==> src/hw/pwm_config.svh <==
// modulus, widths, Barrett constant, latencies and LFSR seed of the masked multiplier
`ifndef PWM_CONFIG_SVH
`define PWM_CONFIG_SVH

// --------------------------------------------------
// arithmetic
// --------------------------------------------------
`define PWM_Q           3329
`define PWM_COEFF_W     12
// holds a0*b0 + a0*b1 with both factors below q
`define PWM_PROD_W      25
// floor(2^24 / q)
`define PWM_BARRETT_M   5039

// --------------------------------------------------
// pipeline timing
// --------------------------------------------------
`define PWM_MULT_LAT    3
`define PWM_PIPE_LAT    8

// --------------------------------------------------
// mask generator
// --------------------------------------------------
`define PWM_LFSR_SEED   64'h5A3C_96E1_0F7D_B248

`endif
==> src/hw/pwm_pkg.sv <==
// share and payload types plus modular add and subtract helpers
`include "pwm_config.svh"

package pwm_pkg;

    // one coefficient, always kept below q
    typedef logic [`PWM_COEFF_W-1:0] coeff_t;

    // arithmetic sharing, value = (s0 + s1) mod q
    typedef struct packed {
        coeff_t s0;
        coeff_t s1;
    } share_t;

    typedef struct packed {
        share_t u0;
        share_t u1;
        share_t v0;
        share_t v1;
        share_t w0;
        share_t w1;
        share_t zeta;
        logic   accumulate;
    } pwm_in_t;

    typedef struct packed {
        share_t res0;
        share_t res1;
    } pwm_out_t;

    // one refresh value per masked multiplier
    typedef struct packed {
        coeff_t r0;
        coeff_t r1;
        coeff_t r2;
        coeff_t r3;
        coeff_t r4;
    } pwm_rnd_t;

    // --------------------------------------------------
    // modular helpers, operands below q
    // --------------------------------------------------
    function automatic coeff_t add_mod(coeff_t a, coeff_t b);
        logic [`PWM_COEFF_W:0] s;
        s = a + b;
        if (s >= `PWM_Q) begin
            s = s - `PWM_Q;
        end
        return s[`PWM_COEFF_W-1:0];
    endfunction

    function automatic coeff_t sub_mod(coeff_t a, coeff_t b);
        logic [`PWM_COEFF_W:0] d;
        d = {1'b0, a} - {1'b0, b};
        // wrap back into range on borrow
        if (a < b) begin
            d = d + `PWM_Q;
        end
        return d[`PWM_COEFF_W-1:0];
    endfunction

endpackage

==> src/hw/mask_prng.sv <==
// 64-bit LFSR giving five refresh coefficients below q each cycle
`timescale 1ns/1ps
`include "pwm_config.svh"

module mask_prng (
    input  logic              clk,
    input  logic              reset_n,
    output pwm_pkg::pwm_rnd_t rnd
);

    import pwm_pkg::*;

    logic [63:0] lfsr;
    logic        fb;

    // one subtraction is enough, a 12-bit field is below 2q
    function automatic coeff_t fold_q(logic [`PWM_COEFF_W-1:0] f);
        coeff_t res;
        res = f;
        if (f >= `PWM_Q) begin
            res = f - `PWM_Q;
        end
        return res;
    endfunction

    // x^64 + x^63 + x^61 + x^60 + 1
    assign fb = lfsr[63] ^ lfsr[62] ^ lfsr[60] ^ lfsr[59];

    always_ff @(posedge clk or negedge reset_n) begin
        if (!reset_n) begin
            lfsr <= `PWM_LFSR_SEED;
        end else begin
            lfsr <= {lfsr[62:0], fb};
        end
    end

    always_comb begin
        rnd.r0 = fold_q(lfsr[11:0]);
        rnd.r1 = fold_q(lfsr[23:12]);
        rnd.r2 = fold_q(lfsr[35:24]);
        rnd.r3 = fold_q(lfsr[47:36]);
        rnd.r4 = fold_q(lfsr[59:48]);
    end

endmodule

==> config.mk <==
export PLATFORM = sky130hd
export DESIGN_NAME = mask_prng
export DESIGN_NICKNAME = d
export VERILOG_FILES = /design/src/hw/pwm_pkg.sv /design/src/hw/mask_prng.sv
export VERILOG_INCLUDE_DIRS = /design/src /design/src/hw
export SDC_FILE = /design/constraint.sdc
export NUM_CORES = 1
export LEC_CHECK = 0
export ABC_AREA = 1
export BUFFER_PORTS_ARGS = -buffer_cell sky130_fd_sc_hd__clkbuf_2
export CORE_MARGIN = 2
export CORE_UTILIZATION = 45
export DETAILED_ROUTE_END_ITERATION = 7
export GPL_TIMING_DRIVEN = 0
export PLACE_DENSITY = 0.66
export SLEW_MARGIN = 10
export SYNTH_ARGS = -nofsm -noshare
export SYNTH_HDL_FRONTEND = slang
export SYNTH_SLANG_ARGS = --single-unit
==> constraint.sdc <==
create_clock -name clk -period 2.2 [get_ports clk]
set_clock_uncertainty 0.15 [all_clocks]
set_input_delay 0.22 -clock clk [delete_from_list [all_inputs] [get_ports clk]]
set_output_delay 0.22 -clock clk [all_outputs]
set_load 0.05 [all_outputs]
* After elaboration in Yosys (flattened, before gate mapping) *
Cells that the tools add are included.

word-level totals
  bits of input ports = 2
  flip-flop bits (word level) = 64
  latch bits = 0
  word-level logic and storage cells = 19
  output and inout bits = 60
  bits in read-only memories = 0
  memories kept = 0
  RAM bits = 0

operators by class
  reduce and logical (&&, ||, !) cells = 0
  muxes and demuxes = 5
  magnitude comparators = 5
  eq/ne operators = 0
  multiply operators = 0
  bitwise operators = 3
  shift-type cells = 0
  div/mod/pow operators = 0
  add/sub/neg operators = 5

operators with widths
  operator                  number
  $ge A12 B12 Y1 const B    5
  $mux W12                  5
  $sub A12 B12 Y12 const B  5
  $xor A1 B1 Y1             3

* Longest topological paths before layout *
Gate-level depths: netlist of the first run.

  word-level depth = 3
  gate-level depth with buffers = 10
  mapped depth without buffers = 9

* Worst setup path before layout of the first run *
No wires, ideal clock.

  path kind = register to output
  from = register lfsr[1]
  to = output rnd[59] in the netlist's numbering
  path slack = -0.535 ns
  arrival time = 2.365 ns
  stages on the path, launching flop included = 9
  buffers on the path = 0
  cells stage by stage = dfrtp_1 inv_1 ha_1 inv_2 nor2_4 nand2_1 o21ai_4 nand3_4 a21boi_0

RTL lines
  what                    RTL line         source
  from (decl)             mask_prng.sv:13  logic [63:0] lfsr;
  from (signal assigned)  mask_prng.sv:31  lfsr <= `PWM_LFSR_SEED;
  from (signal assigned)  mask_prng.sv:33  lfsr <= {lfsr[62:0], fb};
  to (decl)               mask_prng.sv:8   output pwm_pkg::pwm_rnd_t rnd

==> results of run 1 <==
-- power breakdown --
group          internal [mW]  switching (mW)  total [mW]
Sequential              1.18               0        1.18
Clock                  0.906           0.457        1.36
Combinational        0.00220          0.0204      0.0226
-- kinds of logic (layout without fill, tap and decap cells) --
logic type               count (synthesis)  count (layout)  share of synthesized area, %
adder cells (fa/ha/maj)                 10              10                         3.292
XOR/XNOR                                24              24                         5.530
AO/OA/AOI/OAI                           61              61                         10.60
flip-flops                              64              64                         43.19
buffers and inverters                   77             224                         8.525
AND/OR/NAND/NOR                        248             248                         28.87
-- stage by stage --
stage | worst slack [ns] | power (mW) | instances
4_1_cts | -0.1885 | 2.593 | 721
3_5_place_dp | -0.1884 | 1.223 | 650
5_1_grt | -0.2589 | 2.658 | 736
6_report | -0.1609 | 2.565 | 736
2_1_floorplan | -0.3580 | 1.200 | 484
3_3_place_gp | -0.1928 | 1.222 | 650
-- final cells by class --
type	count	share of cell area, %
clock inverters	6	2.070
inverters	69	4.158
clock buffers	10	2.070
flip-flops and latches	64	24.72
repair buffers	131	22.60
multi-input cells	343	40.75
plain buffers	8	1.656
well taps	105	1.976
-- cells in the mapped netlist (3+ instances only) --
cell / count
and3_1: 3
dfrtp_1: 32
nor2_1: 43
inv_1: 63
nand4_1: 15
nor2_2: 5
a21oi_1: 3
nand3_1: 40
ha_1: 10
o21ai_2: 17
xor2_1: 22
dfstp_2: 32
nand2_2: 3
o21ai_1: 14
a21boi_0: 5
inv_2: 6
nand2_1: 132
buf_2: 4
o21ai_0: 17
-- repair_timing --
| action | in CTS | in global routing |
|---|---|---|
| pin swaps | 32 | 34 |
| endpoints found under the hold margin | 32 | 0 |
| gates resized for setup | 246 | 187 |
| gates cloned | 6 | 0 |
| buffers inserted | 48 | 18 |
| endpoints found under the setup margin | 59 | 60 |
| hold buffers | 1 | 0 |
-- worst reg2reg max path, cell delays in order (launching register included) --
cell,delay (ns)
dfstp_2,0.54
buf_4,0.14
xor2_1,0.16
xnor2_1,0.13
-- worst paths after layout --
path | to | slack (ns) | cells after the start
worst max register to register | lfsr[0] | 1.01 | 3
worst min-delay path | lfsr[62] | 0.21 | 0
worst min register to register | lfsr[62] | 0.21 | 0
max in group asynchronous | lfsr[36] | 0.94 | 2
worst max-delay path | rnd[18] | -0.16 | 11
min in group asynchronous | lfsr[8] | 0.38 | 2
-- routing by layer --
metal | vias to the layer above | part of all wire, %
met5 | - | 0
met4 | 0 | 2.8
met3 | 39 | 4.0
met2 | 137 | 52
met1 | 1918 | 41
li1 | 1835 | -
-- layout by cell type, fill, tap and decap left out, types with 15 or more instances in the layout --
cell type  Yosys  layout
nand2_1      132      62
buf_8          1      57
nand2_2        3      55
buf_4          1      52
inv_1         63      45
nand3_1       40      32
dfstp_2       32      32
dfrtp_1       32      30
nor2_1        43      27
buf_6          2      20
xor2_1        22      20
o21ai_4        1      19
nand2_4        1      18
inv_2          6      17
o21ai_2       17      16
nand4_1       15      15
clkbuf_8       0      15
==> flow_summary.toml, run 1 <==
[outcome]
failing_checks = "setup timing"
run_status = "complete, but fails checks"

[critical_path]
critical_path.n_buffers_inverters = 4
worst_path_max_delay_cell = "dfstp_2"
timing.critical_path.cells = "inv_4, ha_4, inv_4, nor2_2, nand2_2, nand2_4, nand3_4, buf_8, nand2_2, o21ai_2, buf_8"
worst_reg2reg_startpoint = "lfsr[59]"
timing.critical_path.to_type = "primary output"
crit_family = "flip-flops"
classification_of_the_worst_setup_path = "reg -> out"
timing.critical_path.slowest_cell_delay_ns = 0.56
start_kind = "register"
timing.critical_path.from = "lfsr[37]"
worstPathArrival_ns = 1.99
worstPathRequired_ns = 1.83
crit_fanout = 6

[layout]
diodes_inserted = 0
multi_input_area_um2 = 2710
layout-area-overhead-vs-synth_pct = 74.95
fill_cells = 445
design.final.nets = 638
final_design_area_no_fill_um2 = 6650
share_of_cells_above_drive_strength_1_pct = 59.43
biggestRegsByFlops = "lfsr x64"
final_core_util_pct = 80.94
largest_register_ffs = 64
max_flop_register = "lfsr"
final-seq-area_um2 = 1644

[timing]
final.hold.worst_slack_ns = 0.2128
tns_ns = -5.196
worst_slew_margin_rel_pct = 46.45
finalHoldViolCount = 0
finalSetupViolations = 56
timing.final.crit_period_ns = 2.361
fin_ws_ns = -0.1609
rsz_0062_raised_after_global_routing = "true"
tightestPinTransition_ns = 0.8033
final_max_slew_viol_count = 0
final_min_period_over_clock_period_pct = 107.3
timing.fmax_mhz = 423.6

[logic_synthesis]
synth_cells = 484
ys_top_cells_by_area = "dfstp_2 (22%), dfrtp_1 (21%), nand2_1 (13%)"
ys_warn_count = 0
synth_top_flop_cell = "dfstp_2"
area_share_of_the_leading_cell_type_in_the_synthesized_netlist_pct = 22.12
yosys.cell_types.count = 32
async_flop_share_pct = 100.0
synth_seq_area_share_pct = 43.19
synth_edf_count = 0
mean_cell_area_of_the_mapped_netlist_um2 = 7.854
ys_seq_elements = 64
mappedNetlistArea_um2 = 3801
synth_nets = 496
yosys.area.top_type = "dfstp_2"

[global_route]
via_count_of_the_first_global_routing_pass = 3611
grt_use_met1_pct = 29.84
grt_use_total_pct = 23.65
grt_overflow = 0
grt.met2_usage_pct = 39.80
grt_max_degree = 65
busiest_layer = "met2"
grtUsageMet3_pct = 4.464
grt_first_pass_wirelength_um = 16980
grt_antenna_before_repair = 0

[clock_tree]
max-clock-path-buffers = 2
tritoncts.num_buffers = 9
clkLatencyLatePin_ns = 0.33
cts.root.buffer_cell = "clkbuf_8"
cts_tree = "yes"
clock_sinks = 64
cts-htree-levels = 3
clkSlewWorstSetupHoldPaths_ns = 0.07

[floorplan]
ioPinCount = 62
num_rows = 33
die_x_um = 95.91
floorplan.core_area_um2 = 8217
floorplan.initialDensity_pct = 46.26
chipHeight_um = 95.91
fp.dieArea_um2 = 9198

[route]
dr.first_iter.drc_count = 202
via_per_inst = 5.338
routed-via-count = 3929
detail_route.drc_violations = 0
postRouteAntennaNets = 0
routed_wl_um = 12350
detailedRoute.firstPassIterationCount = 4
wl_per_cell_um = 16.78

[placement]
detailed_placement_hpwl_um = 5690
area_after_dpl_um2 = 4304
buffer_ports.inserted = 61
globalplace.congestion = 0.8471

[run]
cap_violations = 0

[power_and_ir_drop]
power_per_cell_area_nw_per_um2 = 385.7
vdd.ir_drop.worst_mv = 0.4959
cellLeakagePower_nw = 3.001

[hold_path]
hold_class = "reg -> reg"
min-delay-start = "lfsr[61]"
(Power assumes the default switching activity.)
==> inputs of run 2 (changes only) <==
==> constraint.sdc (replaced) <==
create_clock -name clk -period 3 [get_ports clk]
set_clock_uncertainty 0.15 [all_clocks]
set_input_delay 0.3 -clock clk [delete_from_list [all_inputs] [get_ports clk]]
set_output_delay 0.3 -clock clk [all_outputs]
set_load 0.05 [all_outputs]
==> flow_summary.toml, run 2 (same netlist as run 1, synthesis figures left out) <==
[outcome]
run_status = "complete, no violations"

[clock_tree]
tritoncts.num_buffers = 9
post_cts_resize_count = 0
max-clock-path-buffers = 2
cts-htree-levels = 3
cts_tree = "yes"
clkSlewWorstSetupHoldPaths_ns = 0.07
clock_sinks = 64
cts.root.buffer_cell = "clkbuf_8"
clkLatencyLatePin_ns = 0.33

[timing]
timing.final.crit_period_ns = 2.808
rsz_0062_raised_after_global_routing = "false"
fin_ws_ns = 0.1924
timing.fmax_mhz = 356.2
finalSetupViolations = 0
final_max_slew_viol_count = 0
tightestPinTransition_ns = 0.4801
tns_ns = 0
final_min_period_over_clock_period_pct = 93.59
worst_slew_margin_rel_pct = 67.99
finalHoldViolCount = 0

[critical_path]
worstPathRequired_ns = 2.55
worstPathArrival_ns = 2.36
crit_fanout = 10
classification_of_the_worst_setup_path = "reg -> out"
cells_on_worst_reg2reg_path = 2
timing.critical_path.to_type = "primary output"
start_kind = "register"

[layout]
max_flop_register = "lfsr"
final_design_area_no_fill_um2 = 4531
biggestRegsByFlops = "lfsr x64"
final_core_util_pct = 55.14
most_used_cells_in_the_layout_excluding_fill_and_tap_cells = "nand2_1 (132), inv_1 (63), clkbuf_2 (60), nor2_1 (43), nand3_1 (40)"
commonest_non_fill_non_tap_cell_in_the_layout = "nand2_1"
largest_register_ffs = 64
multi_input_area_um2 = 1836
diodes_inserted = 0
fill_cells = 786
finalNonFillerCells = 668
design.final.nets = 570
layout-area-overhead-vs-synth_pct = 19.19
share_of_cells_above_drive_strength_1_pct = 27.53
final-seq-area_um2 = 1642

[power_and_ir_drop]
cellLeakagePower_nw = 2.261
switch_share_pct = 19.05
seqPwrFrac_pct = 48.3
vdd.ir_drop.worst_mv = 0.3251
p_int_mw = 1.449
power_switching_uw = 340.9
power_frac_comb_pct = 1.2
power_per_cell_area_nw_per_um2 = 395.1
share_clk_of_total_power_pct = 50.5

[floorplan]
ioPinCount = 62
floorplan.initialDensity_pct = 46.26
die_x_um = 95.91
chipHeight_um = 95.91
fp.dieArea_um2 = 9198
num_rows = 33
floorplan.core_area_um2 = 8217

[placement]
globalplace.congestion = 0.8909
dp.cells = 651
area_after_dpl_um2 = 4268
buffer_ports.inserted = 61
placement.setup.worst_slack_ns = 0.5300
detailed_placement_hpwl_um = 5792

[global_route]
grt_max_degree = 64
grt_overflow = 0
via_count_of_the_first_global_routing_pass = 2950
grt_use_total_pct = 18.15
grt_first_pass_wirelength_um = 13180
grt_antenna_before_repair = 0

[route]
via_per_inst = 4.967
detail_route.drc_violations = 0
detailedRoute.firstPassIterationCount = 5
routed-via-count = 3318
postRouteAntennaNets = 0
dr.first_iter.drc_count = 121
wl_per_cell_um = 11.57
routed_wl_um = 7730

[hold_path]
hold_class = "in -> async"

[run]
cap_violations = 0
[run 2: cell types whose count changed in the layout (fill, tap and decap cells not counted), sizes merged]
cell / delta
clkinvlp: +1
clkinv: +1
buf: -122
inv: -1
clkbuf: +54
bufinv: -1
[run 2: metal layers]
| layer | vias to the layer above | global-route usage, % | routed length (um) |
|---|---|---|---|
| met1 | 1548 | 26.08 | 3848 |
| met4 | 0 | 5.357 | 45 |
| met3 | 4 | 4.307 | 381 |
| met5 | - | 0 | 0 |
| li1 | 1702 | - | - |
| met2 | 64 | 27.27 | 3455 |
[run 2: layout make-up]
type	count	area share (%)
Buffer	8	1.436
Clock buffer	10	3.038
Clock inverter	6	2.541
Inverter	69	5.717
Multi-Input combinational cell	343	40.51
Sequential cell	64	36.23
Tap cell	105	2.900
Timing Repair Buffer	63	7.622
[run 2: critical path, cell delays in order, from the launching register on]
cell and delay (ns):
dfrtp_1 0.43, inv_1 0.11, ha_1 0.22, inv_2 0.06
nor2_4 0.10, nand2_1 0.09, o21ai_4 0.25, nand3_4 0.18
buf_8 0.19, o21ai_2 0.11, clkbuf_2 0.29
[run 2: power by group through the flow]
| stage | combinational, mW | clock (mW) | sequential, mW |
|---|---|---|---|
| global route | 0.0255 | 0.985 | 0.864 |
| finish | 0.0213 | 0.904 | 0.865 |
| CTS | 0.0231 | 0.940 | 0.865 |
| global placement | 0.0168 | 0 | 0.879 |
| detailed placement | 0.0222 | 0 | 0.880 |
| floorplan | 0.00000106 | 0 | 0.880 |
[run 2: worst paths after layout]
check	endpoint	slack (ns)	start
max	rnd[55]	0.19	lfsr[0]
min	lfsr[5]	0.17	reset_n
max reg2reg	lfsr[0]	1.88	lfsr[59]
min reg2reg	lfsr[26]	0.22	lfsr[25]
max in group asynchronous	lfsr[18]	2.01	reset_n
min in group clk	lfsr[26]	0.22	lfsr[25]
[run 2: timing repair]
item / in CTS / in global routing
hold buffers: 1 / 0
endpoints found under the hold margin: 32 / 0
setup buffers: 0 / 0
[run 2: stage by stage]
stage,hold WS (ns),power [mW]
2_1_floorplan,-0.1456,0.8797
5_1_grt,0.1525,1.875
4_1_cts,0.1436,1.828
6_report,0.1701,1.790
3_3_place_gp,0.1869,0.8962
3_5_place_dp,-0.02530,0.9017
